$ cat src/source/fpMulPkg.sv
/*
 * Shared definitions for the binary32 multiply unit.
 * Holds the format widths, the operand word decoded as raw bits and as
 * fields, and the structs passed from the core to the normalizer and on
 * to the rounder. Each RTL module imports what it needs from here.
 */
`default_nettype none

package fpMulPkg;

	// --------------------
	// format widths
	// --------------------
	localparam int FP_EXP_W = 8;
	localparam int FP_SIG_W = 23;
	localparam int FP_BIAS = 127;
	// product significand, two whole bits followed by 46 fraction bits
	localparam int FP_MAN_W = 48;
	// signed intermediate exponent, wide enough for the underflow range
	localparam int FP_XEXP_W = 10;
	// width of the leading-zero count and of the normalizer shift amounts
	localparam int FP_SH_W = 5;
	localparam logic [FP_EXP_W-1:0] FP_EXP_MAX = '1;
	// default quiet NaN, positive with only the quiet bit set
	localparam logic [31:0] FP_QNAN = 32'h7FC0_0000;

	// --------------------
	// sequencing
	// --------------------
	localparam int MUL_STEPS = 24;
	localparam int NORM_LAT = 2;
	localparam int CNT_W = 5;

	typedef struct packed {
		logic sign;
		logic [FP_EXP_W-1:0] exp;
		logic [FP_SIG_W-1:0] frac;
	} fp32S;

	// one binary32 word, seen either as raw bits or as its fields
	typedef union packed {
		logic [31:0] bits;
		fp32S f;
	} fp32U;

	typedef enum logic [1:0] {
		FP_NORMAL,
		FP_ZERO,
		FP_INF,
		FP_NAN
	} fpClassE;

	// expanded product as it leaves the multiplier
	typedef struct packed {
		logic sign;
		logic signed [FP_XEXP_W-1:0] exp;
		logic [FP_MAN_W-1:0] man;
	} fpXS;

	// normalized value with one whole bit and the three rounding bits
	typedef struct packed {
		logic sign;
		logic [FP_EXP_W-1:0] exp;
		logic whole;
		logic [FP_SIG_W-1:0] frac;
		logic guard;
		logic round;
		logic sticky;
	} fpNS;

	// outcome for NaN, infinity and zero operands
	typedef struct packed {
		logic valid;
		fp32U word;
		logic invalid;
	} fpSpecS;

endpackage

`default_nettype wire
$ cat src/source/fpMul32.sv
/*
 * Top level of the binary32 multiply unit.
 * Pulse start_i while busy_o is low. done_o pulses 28 cycles after the
 * accepting edge, and result_o with the flags holds until the next done.
 */
`timescale 1ns/100ps
`default_nettype none

module fpMul32 (
	input wire logic clk,
	input wire logic rstN_i,
	input wire logic start_i,
	input wire logic [31:0] a_i,
	input wire logic [31:0] b_i,
	output logic busy_o,
	output logic done_o,
	output logic [31:0] result_o,
	output logic underflow_o,
	output logic overflow_o,
	output logic inexact_o,
	output logic invalid_o
);
	import fpMulPkg::*;

	logic cntLoad;
	logic [CNT_W-1:0] cntValue;
	logic cntZero;
	logic load;
	logic step;
	logic normCe;
	logic roundEn;
	fpXS xProd;
	logic coreUnder;
	fpSpecS spec;
	fpNS nVal;
	logic normUnder;
	logic normInexact;
	fp32U resultW;

	fpMulCtrl ctrl0 (
		.clk(clk), .rstN_i(rstN_i), .start_i(start_i), .cntZero_i(cntZero),
		.cntLoad_o(cntLoad), .cntValue_o(cntValue), .load_o(load), .step_o(step),
		.normCe_o(normCe), .roundEn_o(roundEn), .busy_o(busy_o), .done_o(done_o)
	);

	fpMulStepCounter cnt0 (
		.clk(clk), .rstN_i(rstN_i), .load_i(cntLoad), .value_i(cntValue), .zero_o(cntZero)
	);

	fpMulCore core0 (
		.clk(clk), .rstN_i(rstN_i), .load_i(load), .step_i(step), .a_i(a_i), .b_i(b_i),
		.x_o(xProd), .under_o(coreUnder), .spec_o(spec)
	);

	fpNormalize32 norm0 (
		.clk(clk), .ce_i(normCe), .x_i(xProd), .under_i(coreUnder),
		.n_o(nVal), .under_o(normUnder), .inexact_o(normInexact)
	);

	fpRound32 round0 (
		.clk(clk), .rstN_i(rstN_i), .en_i(roundEn), .n_i(nVal), .under_i(normUnder),
		.inexact_i(normInexact), .spec_i(spec), .result_o(resultW),
		.underflow_o(underflow_o), .overflow_o(overflow_o), .inexact_o(inexact_o),
		.invalid_o(invalid_o)
	);

	assign result_o = resultW.bits;

endmodule

`default_nettype wire

$ cat src/source/fpRound32.sv
/*
 * Round-to-nearest-even stage and result register.
 * Rounds the normalized value, saturates to infinity on overflow and
 * lets a special-case outcome replace the arithmetic result. Result and
 * flags are registered on en_i and hold until the next enable.
 */
`timescale 1ns/100ps
`default_nettype none

module fpRound32 (
	input wire logic clk,
	input wire logic rstN_i,
	input wire logic en_i,
	input wire fpMulPkg::fpNS n_i,
	input wire logic under_i,
	input wire logic inexact_i,
	input wire fpMulPkg::fpSpecS spec_i,
	output fpMulPkg::fp32U result_o,
	output logic underflow_o,
	output logic overflow_o,
	output logic inexact_o,
	output logic invalid_o
);
	import fpMulPkg::*;

	logic roundUp;
	// carry, whole bit and fraction after rounding
	logic [FP_SIG_W+1:0] sigSum;
	logic [FP_EXP_W:0] expAdj;
	logic ovf;
	fp32U resNext;
	logic underNext;
	logic ovfNext;
	logic inexactNext;
	logic invalidNext;

	always_comb begin
		// ties go up only when the kept lsb is odd
		roundUp = n_i.guard & (n_i.round | n_i.sticky | n_i.frac[0]);
		sigSum = {1'b0, n_i.whole, n_i.frac} + {{(FP_SIG_W+1){1'b0}}, roundUp};
		// a carry out means 2.0, otherwise a clear whole bit is a denormal
		if (sigSum[FP_SIG_W+1]) begin
			expAdj = {1'b0, n_i.exp} + 1'b1;
		end else if (sigSum[FP_SIG_W]) begin
			expAdj = {1'b0, n_i.exp};
		end else begin
			expAdj = '0;
		end
		ovf = (expAdj >= {1'b0, FP_EXP_MAX});

		resNext.bits = '0;
		underNext = 1'b0;
		ovfNext = 1'b0;
		inexactNext = 1'b0;
		invalidNext = 1'b0;
		if (spec_i.valid) begin
			resNext = spec_i.word;
			invalidNext = spec_i.invalid;
		end else if (ovf) begin
			resNext.f.sign = n_i.sign;
			resNext.f.exp = FP_EXP_MAX;
			ovfNext = 1'b1;
			inexactNext = 1'b1;
		end else begin
			resNext.f.sign = n_i.sign;
			resNext.f.exp = expAdj[FP_EXP_W-1:0];
			resNext.f.frac = sigSum[FP_SIG_W+1] ? sigSum[FP_SIG_W:1] : sigSum[FP_SIG_W-1:0];
			inexactNext = inexact_i;
			// tininess is judged before rounding
			underNext = under_i & inexact_i;
		end
	end

	always_ff @(posedge clk) begin
		if (!rstN_i) begin
			result_o <= '0;
			underflow_o <= 1'b0;
			overflow_o <= 1'b0;
			inexact_o <= 1'b0;
			invalid_o <= 1'b0;
		end else if (en_i) begin
			result_o <= resNext;
			underflow_o <= underNext;
			overflow_o <= ovfNext;
			inexact_o <= inexactNext;
			invalid_o <= invalidNext;
		end
	end

endmodule

`default_nettype wire

$ cat src/source/fpNormalize32.sv
/*
 * Two-cycle normalizer from the expanded product to one whole bit.
 * The first stage drops a whole bit, folds the tail into sticky and
 * counts leading zeros. The second stage shifts left, or right into the
 * denormal range when the exponent underflowed. Output follows the input
 * by two ce_i edges. A denormal leaves with exponent one and whole bit zero.
 */
`timescale 1ns/100ps
`default_nettype none

module fpNormalize32 (
	input wire logic clk,
	input wire logic ce_i,
	input wire fpMulPkg::fpXS x_i,
	input wire logic under_i,
	output fpMulPkg::fpNS n_o,
	output logic under_o,
	output logic inexact_o
);
	import fpMulPkg::*;

	logic incExp0;
	logic [FP_MAN_W-1:0] manAdj0;
	logic signed [FP_XEXP_W-1:0] exp0;
	// whole bit, fraction, guard, round and sticky
	logic [FP_SIG_W+3:0] mo0;
	logic [FP_SH_W-1:0] lz0;
	logic inf0;
	logic under0;

	logic sign1;
	logic signed [FP_XEXP_W-1:0] exp1;
	logic [FP_SIG_W+3:0] mo1;
	logic [FP_SH_W-1:0] lz1;
	logic inf1;
	logic under1;

	logic signed [FP_XEXP_W-1:0] rDist2;
	logic signed [FP_XEXP_W-1:0] expM1;
	logic [FP_SH_W-1:0] rAmt2;
	logic [FP_SH_W-1:0] lAmt2;
	logic [2*FP_SIG_W+7:0] wideR2;
	logic [FP_SIG_W+3:0] moR2;
	logic [FP_SIG_W+3:0] moL2;
	logic [FP_SIG_W+3:0] mo2;
	logic [FP_EXP_W-1:0] exp2;

	// --------------------
	// stage 1
	// --------------------
	// a set top bit means the product is in [2,4) and the exponent grows
	assign incExp0 = x_i.man[FP_MAN_W-1];
	assign manAdj0 = incExp0 ? x_i.man : (x_i.man << 1);
	assign exp0 = x_i.exp + FP_XEXP_W'(incExp0);
	assign mo0 = {manAdj0[FP_MAN_W-1 -: FP_SIG_W+3], |manAdj0[FP_MAN_W-FP_SIG_W-4:0]};
	// the increment can pull a zero sum back into the normal range
	assign under0 = under_i && (exp0[FP_XEXP_W-1] || exp0 == '0);
	assign inf0 = !under0 && (exp0 >= $signed({2'b00, FP_EXP_MAX}));

	// a zero significand counts as all zeros
	always_comb begin
		logic found;
		found = 1'b0;
		lz0 = '0;
		for (int i = FP_SIG_W + 3; i >= 0; i--) begin
			if (!found) begin
				if (mo0[i]) begin
					found = 1'b1;
				end else begin
					lz0 = lz0 + 1'b1;
				end
			end
		end
	end

	always_ff @(posedge clk) begin
		if (ce_i) begin
			sign1 <= x_i.sign;
			exp1 <= exp0;
			mo1 <= mo0;
			lz1 <= lz0;
			inf1 <= inf0;
			under1 <= under0;
		end
	end

	// --------------------
	// stage 2
	// --------------------
	// shifts of the full width or more leave only the sticky bit
	assign rDist2 = $signed(FP_XEXP_W'(1)) - exp1;
	assign rAmt2 = (rDist2 > $signed(FP_XEXP_W'(FP_SIG_W + 4))) ?
		FP_SH_W'(FP_SIG_W + 4) : FP_SH_W'(rDist2);
	assign wideR2 = {mo1, (FP_SIG_W+4)'(0)} >> rAmt2;
	assign moR2 = {wideR2[2*FP_SIG_W+7 -: FP_SIG_W+3], |wideR2[FP_SIG_W+4:0]};

	// the exponent may not drop below one, the denormal scale
	assign expM1 = exp1 - $signed(FP_XEXP_W'(1));
	assign lAmt2 = ($signed(FP_XEXP_W'(lz1)) < expM1) ? lz1 : FP_SH_W'(expM1);
	assign moL2 = {mo1[FP_SIG_W+3:1] << lAmt2, mo1[0]};

	always_comb begin
		if (inf1) begin
			// left as is, the rounder turns it into infinity
			exp2 = FP_EXP_MAX;
			mo2 = mo1;
		end else if (under1) begin
			exp2 = FP_EXP_W'(1);
			mo2 = moR2;
		end else begin
			exp2 = FP_EXP_W'(exp1 - $signed(FP_XEXP_W'(lAmt2)));
			mo2 = moL2;
		end
	end

	always_ff @(posedge clk) begin
		if (ce_i) begin
			n_o.sign <= sign1;
			n_o.exp <= exp2;
			{n_o.whole, n_o.frac, n_o.guard, n_o.round, n_o.sticky} <= mo2;
			under_o <= under1;
			inexact_o <= |mo2[2:0];
		end
	end

endmodule

`default_nettype wire

$ cat src/source/fpMulCore.sv
/*
 * Operand front end and significand multiplier.
 * On load both words are classified, the product sign and biased exponent
 * are registered and the special-case outcome is formed. Each step then
 * runs one shift-and-add iteration, so the full product is ready
 * MUL_STEPS steps after load.
 */
`timescale 1ns/100ps
`default_nettype none

module fpMulCore (
	input wire logic clk,
	input wire logic rstN_i,
	input wire logic load_i,
	input wire logic step_i,
	input wire logic [31:0] a_i,
	input wire logic [31:0] b_i,
	output fpMulPkg::fpXS x_o,
	output logic under_o,
	output fpMulPkg::fpSpecS spec_o
);
	import fpMulPkg::*;

	fp32U opA;
	fp32U opB;
	fpClassE classA;
	fpClassE classB;
	logic signNext;
	logic signed [FP_XEXP_W-1:0] expSum;
	fpSpecS specNext;

	logic signR;
	logic signed [FP_XEXP_W-1:0] expR;
	fpSpecS specR;
	logic [FP_SIG_W:0] mcand;
	logic [FP_MAN_W-1:0] prod;
	logic [FP_SIG_W+1:0] partSum;

	// a zero exponent is taken as zero, so denormal inputs flush
	function automatic fpClassE classify(input fp32U w);
		if (w.f.exp == '0) begin
			return FP_ZERO;
		end else if (w.f.exp != FP_EXP_MAX) begin
			return FP_NORMAL;
		end else if (w.f.frac == '0) begin
			return FP_INF;
		end
		return FP_NAN;
	endfunction

	assign opA = a_i;
	assign opB = b_i;
	assign classA = classify(opA);
	assign classB = classify(opB);
	assign signNext = opA.f.sign ^ opB.f.sign;
	assign expSum = FP_XEXP_W'(opA.f.exp) + FP_XEXP_W'(opB.f.exp) - FP_XEXP_W'(FP_BIAS);

	// --------------------
	// special results
	// --------------------
	always_comb begin
		specNext.valid = (classA != FP_NORMAL) || (classB != FP_NORMAL);
		specNext.invalid = 1'b0;
		specNext.word.bits = '0;
		if (((classA == FP_NAN || classA == FP_INF) && classB == FP_ZERO) ||
		    ((classB == FP_NAN || classB == FP_INF) && classA == FP_ZERO)) begin
			specNext.word.bits = FP_QNAN;
			specNext.invalid = 1'b1;
		end else if (classA == FP_NAN || classB == FP_NAN) begin
			specNext.word.bits = FP_QNAN;
		end else if (classA == FP_INF || classB == FP_INF) begin
			specNext.word.f.sign = signNext;
			specNext.word.f.exp = FP_EXP_MAX;
		end else begin
			// only a zero operand is left here
			specNext.word.f.sign = signNext;
		end
	end

	always_ff @(posedge clk) begin
		if (!rstN_i) begin
			signR <= 1'b0;
			expR <= '0;
			specR <= '0;
		end else if (load_i) begin
			signR <= signNext;
			expR <= expSum;
			specR <= specNext;
		end
	end

	// --------------------
	// shift-and-add multiply
	// --------------------
	// the multiplier sits in the low half and leaves one bit per step
	// while the partial product grows into the high half
	assign partSum = {1'b0, prod[FP_MAN_W-1:FP_SIG_W+1]} + (prod[0] ? {1'b0, mcand} : '0);

	always_ff @(posedge clk) begin
		if (load_i) begin
			mcand <= {1'b1, opA.f.frac};
			prod <= FP_MAN_W'({1'b1, opB.f.frac});
		end else if (step_i) begin
			prod <= {partSum, prod[FP_SIG_W:1]};
		end
	end

	assign x_o.sign = signR;
	assign x_o.exp = expR;
	assign x_o.man = prod;
	// a biased sum at or below zero needs the right shift unless the
	// normalizer's exponent increment recovers it
	assign under_o = expR[FP_XEXP_W-1] || (expR == '0);
	assign spec_o = specR;

endmodule

`default_nettype wire

$ cat src/source/fpMulStepCounter.sv
/*
 * Loadable down-counter shared by the multiply and normalize phases.
 * value_i is the phase length in cycles. zero_o is the terminal count
 * and is high in the last cycle of the phase.
 */
`timescale 1ns/100ps
`default_nettype none

module fpMulStepCounter (
	input wire logic clk,
	input wire logic rstN_i,
	input wire logic load_i,
	input wire logic [fpMulPkg::CNT_W-1:0] value_i,
	output logic zero_o
);
	import fpMulPkg::*;

	logic [CNT_W-1:0] count;

	// the load cycle is the first cycle of the phase, so one is taken off
	always_ff @(posedge clk) begin
		if (!rstN_i) begin
			count <= '0;
		end else if (load_i) begin
			count <= value_i - 1'b1;
		end else if (count != '0) begin
			count <= count - 1'b1;
		end
	end

	// counting stops at zero, so the level holds until the next load
	assign zero_o = (count == '0);

endmodule

`default_nettype wire

$ cat src/source/fpMulCtrl.sv
/*
 * Sequencer of the multiply unit.
 * A start strobe seen while idle loads the operands, then the FSM runs the
 * multiply steps, holds the normalizer enable and fires the round strobe.
 * Phase lengths come from the shared step counter. busy is high from the
 * accept edge until done, and done is a single-cycle pulse.
 */
`timescale 1ns/100ps
`default_nettype none

module fpMulCtrl (
	input wire logic clk,
	input wire logic rstN_i,
	input wire logic start_i,
	input wire logic cntZero_i,
	output logic cntLoad_o,
	output logic [fpMulPkg::CNT_W-1:0] cntValue_o,
	output logic load_o,
	output logic step_o,
	output logic normCe_o,
	output logic roundEn_o,
	output logic busy_o,
	output logic done_o
);
	import fpMulPkg::*;

	typedef enum logic [2:0] {
		ST_IDLE,
		ST_MULTIPLY,
		ST_NORMALIZE,
		ST_ROUND,
		ST_FINISH
	} stateE;

	stateE state;
	stateE stateNext;

	always_ff @(posedge clk) begin
		if (!rstN_i) begin
			state <= ST_IDLE;
		end else begin
			state <= stateNext;
		end
	end

	// the counter is loaded only from idle and at the end of the multiply
	assign cntValue_o = (state == ST_IDLE) ? CNT_W'(MUL_STEPS) : CNT_W'(NORM_LAT);

	always_comb begin
		stateNext = state;
		cntLoad_o = 1'b0;
		load_o = 1'b0;
		step_o = 1'b0;
		normCe_o = 1'b0;
		roundEn_o = 1'b0;
		case (state)
			ST_IDLE: begin
				// operands are captured on the accepting edge itself
				if (start_i) begin
					load_o = 1'b1;
					cntLoad_o = 1'b1;
					stateNext = ST_MULTIPLY;
				end
			end
			ST_MULTIPLY: begin
				step_o = 1'b1;
				// terminal count marks the last multiply step
				if (cntZero_i) begin
					cntLoad_o = 1'b1;
					stateNext = ST_NORMALIZE;
				end
			end
			ST_NORMALIZE: begin
				normCe_o = 1'b1;
				if (cntZero_i) begin
					stateNext = ST_ROUND;
				end
			end
			ST_ROUND: begin
				roundEn_o = 1'b1;
				stateNext = ST_FINISH;
			end
			default: begin
				stateNext = ST_IDLE;
			end
		endcase
	end

	assign busy_o = (state != ST_IDLE);
	assign done_o = (state == ST_FINISH);

endmodule

`default_nettype wire

$ cat config.mk
export PLATFORM = sky130hd
export DESIGN_NAME = fpMul32
export DESIGN_NICKNAME = d
export VERILOG_FILES = /design/src/source/fpMulPkg.sv /design/src/source/fpMul32.sv /design/src/source/fpRound32.sv /design/src/source/fpNormalize32.sv /design/src/source/fpMulCore.sv /design/src/source/fpMulStepCounter.sv /design/src/source/fpMulCtrl.sv
export SDC_FILE = /design/constraint.sdc
export NUM_CORES = 1
export LEC_CHECK = 0
export BUFFER_PORTS_ARGS = -buffer_cell sky130_fd_sc_hd__buf_4
export CELL_PAD_IN_SITES_DETAIL_PLACEMENT = 1
export CELL_PAD_IN_SITES_GLOBAL_PLACEMENT = 1
export CORE_ASPECT_RATIO = 0.8
export CORE_MARGIN = 2
export CORE_UTILIZATION = 48
export CTS_CLUSTER_SIZE = 8
export DETAILED_ROUTE_END_ITERATION = 16
export PLACE_DENSITY = 0.88
export SYNTH_ARGS = -nofsm -noshare
export SYNTH_HDL_FRONTEND = slang
export SYNTH_HIERARCHICAL = 1
export SYNTH_SLANG_ARGS = --single-unit
$ cat constraint.sdc
create_clock -name clk -period 13.25 [get_ports clk]
set_clock_uncertainty 0.05 [all_clocks]
set_input_delay 1.9875 -clock clk [delete_from_list [all_inputs] [get_ports clk]]
set_output_delay 1.9875 -clock clk [all_outputs]
set_load 0.05 [all_outputs]
==> impl_metrics.csv <==
group,metric,value,unit
sta,fin_tns_setup,0,ns
pwr,leakage,8.11,nW
critical_path,crit_type,"reg2reg",
synth,synth_top_area_share,0.207,
floorplanning,dieArea,40600,µm²
layout,syn2layout_area_growth,9.88,%
global_routing,grt_pass1_vias,18400,
pwr,peakVddDrop,0.000331,V
global_routing,grt_antenna_before_repair,1,
route,via_count,18000,
layout,antenna-diode-count,0,
synth,synth_cells,2198,
clocking,clkLatencyLatePin,0.56,ns
synth,synth_common_cells,"217 x nand2_1, 137 x nor2_1, 129 x edfxtp_1, 129 x o21ai_0, 118 x mux2i_1",
sta,fin_hold_ws,0.377,ns
clocking,cts_inserted_buffers,31,
clocking,clock_sinks,214,
route,wl_per_cell,23.9,µm
synth,ys_ff_latch,214,
sta,max_freq,79.9,MHz
clocking,cts_tree,"built",
synth,synth_top_family_by_area,"compound AO/OA/AOI/OAI gates",
sta,finalHoldViolations,0,
synth,synthXorXnorAreaFrac,0.0522,
placement,numPortBuffers,104,
layout,nets,2362,
synth,seq_area_frac_synth,0.298,
critical_path,worst_setup_path_start_kind,"flip-flop",
synth,yosys.area.top_type,"edfxtp_1",
synth,synth-main-ff-cell,"edfxtp_1",
sta,finalCriticalPeriod,12.52,ns
layout,multiInputGateArea,12200,µm²
critical_path,crit_top_cell,"ha_1",
synth,synth_compound_area_frac,0.219,
critical_path,crit_arrival,12.76,ns
synth,avgSynthCellArea,8.52,µm²
layout,final_cells,2732,
synth,synth-edff-count,129,
synth,yosys.area_share.simple,0.212,
floorplanning,io_pins,105,
pwr,intPower,3.31,mW
route,drc,0,
layout,drive_above_1_share,0.126,
sta,worst_pin_slew,1.11,ns
clocking,clk_pin_slew,0.06,ns
sta,fin_ws,0.733,ns
sta,post-route-period-util,0.945,
floorplanning,coreArea,38400,µm²
route,drt.antenna.violating_nets,0,
placement,pre_cts_ws,0.175,ns
global_routing,track_usage,0.316,
route,wl,65200,µm
route,viasPerCell,6.58,
floorplanning,placement_rows,64,
global_routing,grt_pass1_wl,104000,µm
critical_path,cpPeakStageDelay,0.45,ns
placement,dp.cells,2674,
pwr,p_clk_frac,0.113,
job,drv_cap,0,
worst_hold_path,hold_class,"reg2reg",
pwr,seqPwrFrac,0.165,
route,drtIter0Drc,1588,
layout,register_area,5580,µm²
critical_path,worst_path_max_delay_cell,"or3_4",
floorplanning,die_h,181,µm
synth,synth_mux_area_frac,0.102,
critical_path,required,13.49,ns
run_status,status,"finished clean",
sta,slew_headroom,0.259,
layout,fillers,4553,
clocking,htree_num_levels,1,
sta,slew_viol_final,0,
floorplanning,start_util,0.488,
sta,setup_viol,0,
synth,synthesis.area,18700,µm²
critical_path,end_kind,"flip-flop",
placement,place_hpwl,47500,µm
layout,fin_area,20600,µm²
floorplanning,die_x,225,µm
pwr,p_sw,3.35,mW
clocking,root_buffer,"clkbuf_16",
synth,synth_area_leaders,"edfxtp_1 21%, dfxtp_1 9.1%, mux2i_1 6.3%",
synth,synth-async-reset-ratio,0,
critical_path,cp_max_fo,7,
global_routing,overflow,0,
placement,place_congestion,0.971,
placement,placed_area,19600,µm²
pwr,p_comb_frac,0.722,
clocking,hold_buffers,0,
global_routing,grt_max_degree,80,
synth,yosysMostFrequentCell,"nand2_1",
pwr,switching_share,0.503,
synth,synth-warning-count,6,
synth,synthAdderAreaFrac,0.0575,
clocking,cts_buffer_depth,3,
route,drt_first_pass_iters,5,
pwr,powerDensity,324,nW/µm²
synth,synth.distinct_cells,107,
## worst paths after layout
check / cells after the start / to / startpoint / slack (ns)
hold reg to reg: 0 / norm0/n_o[35] / norm0/sign1 / 0.38
setup reg to reg: 67 / norm0/lz1[4] / core0/prod[46] / 0.73
setup / recovery: 67 / norm0/lz1[4] / core0/prod[46] / 0.73
hold / removal: 0 / norm0/n_o[35] / norm0/sign1 / 0.38
## registers in the layout, summed over array words and instances (netlist names)
name,count
round0/overflow_o,1
core0/signR,1
norm0/mo1,27
round0/result_o,32
round0/invalid_o,1
round0/inexact_o,1
round0/underflow_o,1
norm0/n_o,36
norm0/under1,1
norm0/exp1,10
ctrl0/state,3
norm0/inf1,1
norm0/sign1,1
norm0/lz1,5
norm0/inexact_o,1
core0/prod,48
core0/spec_o,5
cnt0/count,5
norm0/under_o,1
core0/expR,10
core0/mcand,23
## power groups by stage
stage / Sequential, mW / Combinational [mW] / Clock [mW]
floorplan: 1.02 / 3.44 / 0
global placement: 1.08 / 4.21 / 0
detailed placement: 1.10 / 4.47 / 0
CTS: 1.09 / 4.54 / 0.768
global route: 1.11 / 5.26 / 0.798
finish: 1.10 / 4.81 / 0.756
## metal layers
| layer | share of wire | GRT usage | vias up |
|---|---|---|---|
| met1 | 0.42 | 0.404 | 8876 |
| met2 | 0.48 | 0.541 | 707 |
| li1 | - | - | 8199 |
| met3 | 0.058 | 0.0382 | 194 |
| met4 | 0.043 | 0.127 | 2 |
| met5 | 0.00021 | 0 | - |
## cell type report
| type | instances | share of cell area |
|---|---|---|
| inverters | 82 | 0.0150 |
| clock buffers | 56 | 0.0443 |
| multi-input cells | 1762 | 0.594 |
| repair buffers | 123 | 0.0451 |
| well taps | 495 | 0.0301 |
| flip-flops and latches | 214 | 0.271 |
## cell usage in the layout (no fill, tap or decap), types with 21 or more instances in the layout
master and count:
a22o_1 28, nor4_1 27, a211oi_1 30, and3_1 23, clkbuf_1 23, a21oi_1 110
edfxtp_1 129, inv_1 79, a21o_1 26, nor2b_1 30, clkbuf_16 33, a31oi_1 21
o21ai_0 124, nand2b_1 38, and2_1 46, conb_1 24, dfxtp_1 84, buf_4 122
nor2_1 135, xnor2_1 68, or3_1 22, nand3_1 66, nand4_1 29, ha_1 77
nand2_1 216, mux2_2 59, xor2_1 28, o211ai_1 21, nor3_1 48, mux2i_1 114
## metrics by stage
stage,power (mW),util
4_1_cts,6.40,0.534
5_1_grt,7.17,0.536
6_report,6.66,0.536
2_1_floorplan,4.46,-
3_5_place_dp,5.56,0.510
3_3_place_gp,5.29,0.510
## cells by family after synthesis
kind of cell | Yosys count
multiplexers | 180
AO/OA/AOI/OAI | 597
buffers and inverters | 244
flip-flops | 214
AND/OR/NAND/NOR | 774
XOR/XNOR | 102
adder cells (fa/ha/maj) | 85
other | 2
## worst max-delay path: cells and delay by family, from the launching register on
kind | cells | cell delay (ns)
xor+xnor | 3 | 0.58
fa+ha+maj | 12 | 3.42
simple gates | 20 | 2.65
mux | 7 | 1.10
flops | 1 | 0.38
buf+inv | 2 | 0.17
compound gates | 23 | 3.91
## timing repair
action                                  4_1_cts  5_1_grt
gates resized for setup                       1       25
setup buffers                                 0        2
endpoints found under the setup margin        1        4
hold endpoints to repair                      0        0
pin swaps                                     0        4
No activity file was read; power rests on OpenSTA's default activity.
